[config.mk]
export PLATFORM = sky130hd
export DESIGN_NAME = accelTop
export DESIGN_NICKNAME = d
export VERILOG_FILES = /design/src/accelPkg.sv /design/src/accelTop.sv /design/src/ioBusBridge.sv /design/src/memController.sv /design/src/ioQos.sv /design/src/chipSelect.sv /design/src/cpuBusCycle.sv
export VERILOG_INCLUDE_DIRS = /design/src
export SDC_FILE = /design/constraint.sdc
export NUM_CORES = 1
export LEC_CHECK = 0
export ABC_AREA = 1
export BUFFER_PORTS_ARGS = -buffer_cell sky130_fd_sc_hd__buf_2
export CAP_MARGIN = 20
export CORE_ASPECT_RATIO = 2
export CORE_MARGIN = 2
export CORE_UTILIZATION = 53
export DETAILED_ROUTE_END_ITERATION = 10
export PLACE_DENSITY = 0.79
export SLEW_MARGIN = 20
export SYNTH_ARGS = -nofsm -noshare
export SYNTH_HDL_FRONTEND = slang
export SYNTH_SLANG_ARGS = --single-unit
[constraint.sdc]
create_clock -name CLK -period 5.9 [get_ports CLK]
set_input_delay 0.885 -clock CLK [delete_from_list [all_inputs] [get_ports CLK]]
set_output_delay 0.885 -clock CLK [all_outputs]
set_load 0.05 [all_outputs]
[src/accel_consts.svh]
`ifndef ACCEL_CONSTS_SVH
`define ACCEL_CONSTS_SVH

// Timing constants shared by the accelerator glue

// Lockstep window after a timing-critical device or sound access
// Counted in CLK cycles, 2 or more
`define QOS_WINDOW 64

// Local memory read latency
// Cycles from memStrobe to memRData sampling
`define MEM_LATENCY 2

// Counter widths derived from the above
`define QOS_CNT_W $clog2(`QOS_WINDOW + 1)
`define MEM_CNT_W (($clog2(`MEM_LATENCY + 1) > 0) ? $clog2(`MEM_LATENCY + 1) : 1)

`endif
[src/accelPkg.sv]
package accelPkg;

	// One CPU bus cycle as latched at the address strobe
	typedef struct packed {
		logic [22:0] addr;  // Word address A23..A1
		logic        we;    // High for write
		logic [15:0] wdata;
	} cpuCycleT;

	// Decoded selects for the latched cycle
	typedef struct packed {
		logic iackCs;    // Interrupt acknowledge
		logic ioRealCs;  // Real I/O regions 5..F
		logic ioCs;      // Cycle runs on the I/O bus
		logic ioPwCs;    // Posted video write
		logic romCs;
		logic rom4xCs;   // 4xxxxx ROM region
		logic ramCs;
		logic ram0xCs;   // 000000..3FFFFF
		logic ioQosCs;   // VIA, IWM, SCC
		logic sndQosCs;  // Sound buffer writes
	} chipSelT;

	// Local memory request
	typedef struct packed {
		logic [22:0] addr;
		logic        we;
		logic        rom;   // 1 selects ROM, 0 RAM
		logic [15:0] wdata;
	} memReqT;

	// Slow I/O bus request
	typedef struct packed {
		logic [22:0] addr;
		logic        we;
		logic [15:0] wdata;
		logic        iack;  // Interrupt acknowledge cycle
	} ioReqT;

endpackage

[src/accelTop.sv]
`timescale 1ns/10ps

module accelTop (
	input  logic            CLK,
	input  logic            rst,
	// CPU bus
	input  logic [22:0]     cpuAddr,
	input  logic            nAS,
	input  logic            nWE,
	input  logic [15:0]     cpuWData,
	output logic [15:0]     cpuRData,
	output logic            nDTACK,
	// Local memory
	output accelPkg::memReqT memReq,
	output logic            memStrobe,
	input  logic [15:0]     memRData,
	// Slow I/O bus
	output accelPkg::ioReqT  ioReq,
	output logic            ioStrobe,
	input  logic [15:0]     ioRData,
	input  logic            ioAck
);

	import accelPkg::*;

	cpuCycleT    cyc;
	chipSelT     sel;
	logic        bact;
	logic        cycStart;
	logic        qosEn;
	logic        memDone;
	logic        ioDone;
	logic        pwReady;     // Posted buffer has room
	logic [15:0] ioRDataCap;  // Bridge read data at ioDone

	cpuBusCycle busCycle (
		.CLK(CLK), .rst(rst), .cpuAddr(cpuAddr), .nAS(nAS), .nWE(nWE),
		.cpuWData(cpuWData), .memDone(memDone), .ioDone(ioDone),
		.memRData(memRData), .ioRData(ioRDataCap), .cyc(cyc), .bact(bact),
		.cycStart(cycStart), .cpuRData(cpuRData), .nDTACK(nDTACK)
	);

	chipSelect decode (
		.CLK(CLK), .rst(rst), .cyc(cyc), .bact(bact), .qosEn(qosEn), .sel(sel)
	);

	ioQos qos (.CLK(CLK), .rst(rst), .cycStart(cycStart), .sel(sel), .qosEn(qosEn));

	memController memCtl (
		.CLK(CLK), .rst(rst), .cycStart(cycStart), .cyc(cyc), .sel(sel),
		.pwReady(pwReady), .memReq(memReq), .memStrobe(memStrobe), .memDone(memDone)
	);

	ioBusBridge bridge (
		.CLK(CLK), .rst(rst), .cycStart(cycStart), .cyc(cyc), .sel(sel),
		.ioRData(ioRData), .ioAck(ioAck), .ioReq(ioReq), .ioStrobe(ioStrobe),
		.ioDone(ioDone), .pwReady(pwReady), .ioRDataOut(ioRDataCap)
	);

endmodule

[src/ioBusBridge.sv]
`timescale 1ns/10ps

module ioBusBridge (
	input  logic              CLK,
	input  logic              rst,
	input  logic              cycStart,
	input  accelPkg::cpuCycleT cyc,
	input  accelPkg::chipSelT  sel,
	input  logic [15:0]       ioRData,
	input  logic              ioAck,
	output accelPkg::ioReqT    ioReq,
	output logic              ioStrobe,
	output logic              ioDone,
	output logic              pwReady,
	output logic [15:0]       ioRDataOut
);

	import accelPkg::*;

	ioReqT pwBuf;    // Posted video write
	logic  pwValid;  // Buffer holds a write not yet acked
	logic  pwPend;   // Posted write waiting for room
	logic  pwTake;
	logic  pwLoad;
	logic  dmPend;   // Demand cycle waiting for the bus
	logic  busy;     // Strobe out, ack not yet seen
	logic  busPw;    // Outstanding cycle is the posted one
	logic  ackEnd;
	ioReqT dmReq;

	assign pwReady = ~pwValid;

	// New posted write or one held over from a full buffer
	assign pwTake = (cycStart && sel.ioPwCs) || pwPend;
	assign pwLoad = pwTake && !pwValid;
	assign ackEnd = busy && ioAck;

	// Demand request straight from the latched cycle
	always_comb begin
		dmReq.addr  = cyc.addr;
		dmReq.we    = cyc.we;
		dmReq.wdata = cyc.wdata;
		dmReq.iack  = sel.iackCs;
	end

	always_ff @(posedge CLK) begin
		if (pwLoad) begin
			pwBuf.addr  <= cyc.addr;
			pwBuf.we    <= 1'b1;
			pwBuf.wdata <= cyc.wdata;
			pwBuf.iack  <= 1'b0;
		end
	end

	// Read data taken at the ack edge
	always_ff @(posedge CLK) begin
		if (ackEnd && !busPw)
			ioRDataOut <= ioRData;
	end

	always_ff @(posedge CLK) begin
		if (rst) begin
			pwValid  <= 1'b0;
			pwPend   <= 1'b0;
			dmPend   <= 1'b0;
			busy     <= 1'b0;
			busPw    <= 1'b0;
			ioStrobe <= 1'b0;
			ioDone   <= 1'b0;
		end else begin
			ioStrobe <= 1'b0;
			ioDone   <= 1'b0;

			// Posted buffer fill
			if (pwLoad) begin
				pwValid <= 1'b1;
				pwPend  <= 1'b0;
			end else if (cycStart && sel.ioPwCs) begin
				pwPend <= 1'b1;  // Loads once the buffer drains
			end

			if (cycStart && sel.ioCs)
				dmPend <= 1'b1;

			// Cycle end on ack
			if (ackEnd) begin
				busy <= 1'b0;
				if (busPw)
					pwValid <= 1'b0;  // Frees the buffer
				else
					ioDone <= 1'b1;   // Only demand cycles finish the CPU
			end

			// Issue, posted write first to keep bus order
			if (!busy) begin
				if (pwValid) begin
					ioReq    <= pwBuf;
					ioStrobe <= 1'b1;
					busy     <= 1'b1;
					busPw    <= 1'b1;
				end else if (dmPend) begin
					ioReq    <= dmReq;
					ioStrobe <= 1'b1;
					busy     <= 1'b1;
					busPw    <= 1'b0;
					dmPend   <= 1'b0;
				end
			end
		end
	end

endmodule

[src/memController.sv]
`timescale 1ns/10ps
`include "accel_consts.svh"

module memController (
	input  logic              CLK,
	input  logic              rst,
	input  logic              cycStart,
	input  accelPkg::cpuCycleT cyc,
	input  accelPkg::chipSelT  sel,
	input  logic              pwReady,
	output accelPkg::memReqT   memReq,
	output logic              memStrobe,
	output logic              memDone
);

	localparam int CntW = `MEM_CNT_W;

	logic            start;   // Local memory cycle begins
	logic            waitPw;  // Held off by a full posted buffer
	logic            active;  // Strobe issued, counting latency
	logic [CntW-1:0] latCnt;
	logic            issue;

	// I/O cycles never touch local memory
	assign start = cycStart && !sel.ioCs && (sel.romCs || sel.ramCs);

	// Strobe now unless a posted write finds the buffer full
	assign issue = (start && !(sel.ioPwCs && !pwReady)) || (waitPw && pwReady);

	// Request is frozen at the start of the cycle
	always_ff @(posedge CLK) begin
		if (start) begin
			memReq.addr  <= cyc.addr;
			memReq.we    <= cyc.we;
			memReq.rom   <= sel.romCs;
			memReq.wdata <= cyc.wdata;
		end
	end

	always_ff @(posedge CLK) begin
		if (rst) begin
			waitPw    <= 1'b0;
			active    <= 1'b0;
			latCnt    <= '0;
			memStrobe <= 1'b0;
			memDone   <= 1'b0;
		end else begin
			memStrobe <= 1'b0;  // One cycle pulses
			memDone   <= 1'b0;
			if (issue) begin
				waitPw    <= 1'b0;
				active    <= 1'b1;
				memStrobe <= 1'b1;
				latCnt    <= CntW'(`MEM_LATENCY - 1);
			end else if (start) begin
				waitPw <= 1'b1;  // Back-pressure from the bridge
			end else if (active) begin
				if (latCnt == '0) begin
					active  <= 1'b0;
					memDone <= 1'b1;  // Data valid this cycle
				end else begin
					latCnt <= latCnt - 1'b1;
				end
			end
		end
	end

endmodule

[src/ioQos.sv]
`timescale 1ns/10ps
`include "accel_consts.svh"

module ioQos (
	input  logic             CLK,
	input  logic             rst,
	input  logic             cycStart,
	input  accelPkg::chipSelT sel,
	output logic             qosEn
);

	localparam int CntW = `QOS_CNT_W;

	logic [CntW-1:0] qosCnt;  // Cycles left in the window
	logic            qosHit;

	// Timing-critical device or sound buffer access
	assign qosHit = cycStart && (sel.ioQosCs || sel.sndQosCs);

	always_ff @(posedge CLK) begin
		if (rst)
			qosCnt <= '0;
		else if (qosHit)
			qosCnt <= CntW'(`QOS_WINDOW);  // Every hit restarts the window
		else if (qosCnt != '0)
			qosCnt <= qosCnt - 1'b1;
	end

	// Lockstep while counting
	assign qosEn = qosCnt != '0;

endmodule

[src/chipSelect.sv]
`timescale 1ns/10ps

module chipSelect (
	input  logic              CLK,
	input  logic              rst,
	input  accelPkg::cpuCycleT cyc,
	input  logic              bact,
	input  logic              qosEn,
	output accelPkg::chipSelT sel
);

	logic       overlay;  // ROM mirrored at zero after reset
	logic [3:0] region;   // A23..A20
	logic [7:0] page;     // A23..A16
	logic [3:0] sub;      // A15..A12
	logic [3:0] blk;      // A11..A8
	logic       rom4x;
	logic       ram0x;
	logic       vidWr;    // Any write into the 3F page
	logic       sndPage;
	logic       viaCs;
	logic       iwmCs;
	logic       sccCs;

	assign region = cyc.addr[22:19];
	assign page   = cyc.addr[22:15];
	assign sub    = cyc.addr[14:11];
	assign blk    = cyc.addr[10:7];

	// Overlay drops on the first 4xxxxx access
	always_ff @(posedge CLK) begin
		if (rst)
			overlay <= 1'b1;
		else if (bact && rom4x)
			overlay <= 1'b0;
	end

	assign rom4x = region == 4'h4;
	assign ram0x = cyc.addr[22:21] == 2'b00;  // 000000..3FFFFF
	assign vidWr = (page == 8'h3F) && cyc.we;

	// Device classes
	assign viaCs = region == 4'hE;
	assign iwmCs = region == 4'hD;
	assign sccCs = (region == 4'hB) || (region == 4'h9);  // Write and read halves

	// Sound buffer pages FD..FF and A1..A3
	always_comb begin
		sndPage = 1'b0;
		if (sub == 4'hF)
			sndPage = (blk == 4'hD) || (blk == 4'hE) || (blk == 4'hF);
		else if (sub == 4'hA)
			sndPage = (blk == 4'h1) || (blk == 4'h2) || (blk == 4'h3);
	end

	always_comb begin
		sel.iackCs   = region == 4'hF;
		sel.ioRealCs = region >= 4'h5;            // SCSI up to IACK with C folded in
		sel.rom4xCs  = rom4x;
		sel.romCs    = rom4x || (overlay && ram0x);
		sel.ram0xCs  = ram0x;
		sel.ramCs    = ram0x && !overlay;
		sel.ioQosCs  = viaCs || iwmCs || sccCs;
		sel.sndQosCs = vidWr && sndPage;
		// QoS on sends every cycle to the slow bus
		sel.ioCs     = sel.ioRealCs || qosEn;
		sel.ioPwCs   = vidWr && !qosEn;             // Posted only outside lockstep
	end

endmodule

[src/cpuBusCycle.sv]
`timescale 1ns/10ps

module cpuBusCycle (
	input  logic              CLK,
	input  logic              rst,
	input  logic [22:0]       cpuAddr,   // A23..A1
	input  logic              nAS,
	input  logic              nWE,
	input  logic [15:0]       cpuWData,
	input  logic              memDone,
	input  logic              ioDone,
	input  logic [15:0]       memRData,
	input  logic [15:0]       ioRData,
	output accelPkg::cpuCycleT cyc,
	output logic              bact,
	output logic              cycStart,
	output logic [15:0]       cpuRData,
	output logic              nDTACK
);

	logic dtack;  // Active high DTACK level
	logic asLow;

	assign asLow = ~nAS;

	// Strobe edge detect, bact follows nAS by one cycle
	always_ff @(posedge CLK) begin
		if (rst) begin
			bact     <= 1'b0;
			cycStart <= 1'b0;
		end else begin
			bact     <= asLow;
			cycStart <= asLow & ~bact;  // First low sample only
		end
	end

	// Cycle latch, loaded once per strobe
	always_ff @(posedge CLK) begin
		if (asLow && !bact) begin
			cyc.addr  <= cpuAddr;
			cyc.we    <= ~nWE;
			cyc.wdata <= cpuWData;
		end
	end

	// Read data from whichever unit finished
	always_ff @(posedge CLK) begin
		if (memDone)
			cpuRData <= memRData;
		else if (ioDone)
			cpuRData <= ioRData;
	end

	// DTACK held until the CPU drops the strobe
	always_ff @(posedge CLK) begin
		if (rst)
			dtack <= 1'b0;
		else if (nAS)
			dtack <= 1'b0;
		else if (memDone || ioDone)
			dtack <= 1'b1;
	end

	assign nDTACK = ~dtack;

endmodule

==> summary.md <==
| Metric | Value |
|---|---|
| Syn Inst Count | `509` |
| Synth Area in Simple Gates | `0.121` |
| Synth Cell Area | `7750 um2` |
| Synth-to-Final Area Change | `23.8%` |
| Multi-input gate area | `1340 um2` |
| Worst Setup End Kind | `flop` |
| CTS buffer count | `18` |
| Critical Path Source Type | `flop` |
| Clock skew | `0.0240 ns` |
| Routability cong. | `0.886` |
| RSZ-0062 raised after global routing | `false` |
| Max Fclk | `0.355 GHz` |
| DIE AREA | `15700 um2` |
| Worst EP required | `6.01 ns` |
| CTS tree | `yes` |
| Initial DRC count | `246` |
| Final WL | `15700 um` |
| Number of synthesized register bits | `217` |
| Sequential area share after synthesis | `0.810` |
| Cell type with the largest total area after synthesis | `edfxtp_1` |
| Register Area | `6280 um2` |
| ANT cells | `0` |
| Routed Antenna Nets | `0` |
| Post-synthesis xor/xnor area fraction | `0.00452` |
| Die Width | `89.5 um` |
| Pre-antenna DRT Iters | `5` |
| Via count | `4566` |
| Final setup violation count | `0` |
| Vias in the first global route | `4461` |
| Cell variety after synth | `36` |
| I/O pins | `177` |
| Effective utilization at floorplan | `0.540` |
| Fin cells | `901` |
| Final Hold Fails | `0` |
| Max-cap violations | `0` |
| Initial antenna violation count | `0` |
| Worst Hold Class | `flop to flop` |
| Share of layout cells above drive strength 1 | `0.351` |
| Cts repair resizes | `0` |
| Dpl hpwl | `10500 um` |
| All-Layer GR Usage | `0.198` |
| Die Y | `175 um` |
| Worst-path fanout max | `50` |
| Hold buffers post-CTS | `0` |
| Cell chain of the critical path | `inv_2 -> a211oi_4 -> buf_4` |
| Final net count | `776` |
| Post-route minimum period | `2.81 ns` |
| Postcts setup bufs | `0` |
| H-Tree Depth | `1` |
| IO buf count | `176` |
| Sink Count | `217` |
| CP max stage delay | `0.98 ns` |
| Mux contribution to synthesized area | `0.0232` |
| Async SR Flop Fraction | `0` |
| Peak supply drop | `0.281 mV` |
| Synth top area share | `0.748` |
| # DRC | `0` |
| Dpl cells | `867` |
| Num rows | `62` |
| Post-synth EDFFs | `193` |
| Root buffer selected by CTS | `clkbuf_16` |
| Crit share post-route | `0.477` |
| Ranking of synthesized cells by area | `edfxtp_1 75%, nand2_1 7.1%, dfxtp_1 6.2%` |
| Syn Area/Cell | `15.2 um2` |
| P_leak | `3.79 nW` |
| Total grt overflow | `0` |
| Largest buffer count on any clock path | `3` |
| Largest family of logic cells by synthesized area | `simple AND/OR/NAND/NOR gates` |
| Hold WS | `0.466 ns` |
| Setup TNS after final layout | `0 ns` |
| Crit path max-delay cell type | `dfxtp_2` |
| Synth top cells by count | `193 x edfxtp_1, 147 x nand2_1, 24 x dfxtp_1, 24 x inv_1, 20 x nor2_1` |
| Total power per unit cell area | `375 nW/um2` |
| Slew HR | `0.333` |
| Clk Latency, worst-skew pair | `0.49 ns` |
| Worst-Margin Slew | `1.00 ns` |
| Crit path kind | `flop to flop` |
| Fillers | `949` |
| Top FF cell, synth | `edfxtp_1` |
| Status | `finished, final reports clean` |
| Core area | `14400 um2` |
| First-pass GRT wire length | `23200 um` |
| Synth Area in Compound Gates | `0.0155` |
| Mapped Nets | `588` |
| Top-count cell post-synth | `edfxtp_1` |
| Ys Warns | `0` |
| Largest net degree at the start of global routing | `51` |
| Worst-path clk slew | `0.07 ns` |
| Max-slew violations | `0` |
| Post-Synth Adder-Cell Area | `0.00484` |
| WL per Instance | `17.4 um` |
| Vias per inst | `5.07` |
| Critical Path AT | `2.92 ns` |
worst paths after layout:
path | start | endpoint | depth (start not counted) | slack [ns]
worst max register to register | bridge.pwValid | bridge.ioReq[17] | 3 | 3.09
worst max-delay path | bridge.pwValid | bridge.ioReq[17] | 3 | 3.09
worst min register to register | busCycle.dtack | busCycle.dtack | 2 | 0.47
worst min-delay path | busCycle.dtack | busCycle.dtack | 2 | 0.47
routing by layer:
metal  share of wire  GRT usage
met1            0.35      0.223
met2            0.55      0.357
met3           0.056     0.0269
met4           0.044     0.0927
met5               0          0
report_power, final:
group          switching, mW  leakage, nW  total [mW]  internal (mW)
sequential            0.0519         1.96        1.80           1.75
clock                  0.519        0.340        1.37          0.849
combinational          0.286         1.49       0.424          0.138
flip-flops by register name (all words and copies together) (netlist names), 2 cells and up:
register	flops
memCtl.latCnt	2
bridge.ioRDataOut	16
bridge.pwBuf	39
busCycle.cpuRData	16
busCycle.cyc	40
memCtl.memReq	41
bridge.ioReq	41
qos.qosCnt	7
final cells by class:
cell class | count | area share
sequential | 217 | 0.654
timing repair buffer | 180 | 0.0975
multi-input combinational | 251 | 0.140
inverter | 29 | 0.0115
clock inverter | 13 | 0.0226
tap | 192 | 0.0250
clock buffer | 19 | 0.0496
per-stage QoR:
step	instance area (um2)	setup slack (ns)	util	power (mW)
after global placement	8860	3.29	0.618	2.23
after detailed placement	8860	3.14	0.618	2.26
after floorplan	7750	1.27	-	2.14
final	9600	3.09	0.669	3.60
after global routing	9600	2.89	0.669	3.71
after CTS	9560	3.08	0.666	3.61
worst max-delay path, delay by kind of cell, from the launching register on:
family / cells / cell delay, ns
compound gates: 1 / 0.34
buf+inv: 2 / 1.07
flops: 1 / 0.98
cell usage in the layout, fill, tap and decap left out, types with 2 or more instances in the layout:
cell type	instances
mux2_1	16
dfxtp_1	23
xor2_1	2
nor2_4	3
nor2_2	12
o21ai_2	2
nand3b_1	2
buf_12	2
nand2_1	147
nand2_2	4
edfxtp_1	193
nand2_4	4
o21ai_1	4
ha_1	3
a31oi_1	2
buf_4	2
nand3_1	11
o21ai_0	2
buf_2	176
clkinv_2	6
clkinv_1	2
nor2_1	18
inv_2	4
a21oi_1	4
nor3_1	2
xnor2_1	2
inv_1	23
clkbuf_16	19
bufinv_16	6
kinds of logic after synthesis:
| group | after synthesis |
|---|---|
| adder cells (fa/ha/maj) | 3 |
| flip-flops | 217 |
| multiplexers | 16 |
| buffers and inverters | 41 |
| AND/OR/NAND/NOR | 209 |
| AO/OA/AOI/OAI | 19 |
| XOR/XNOR | 4 |
Note: power is estimated with default switching activity, not from simulation.
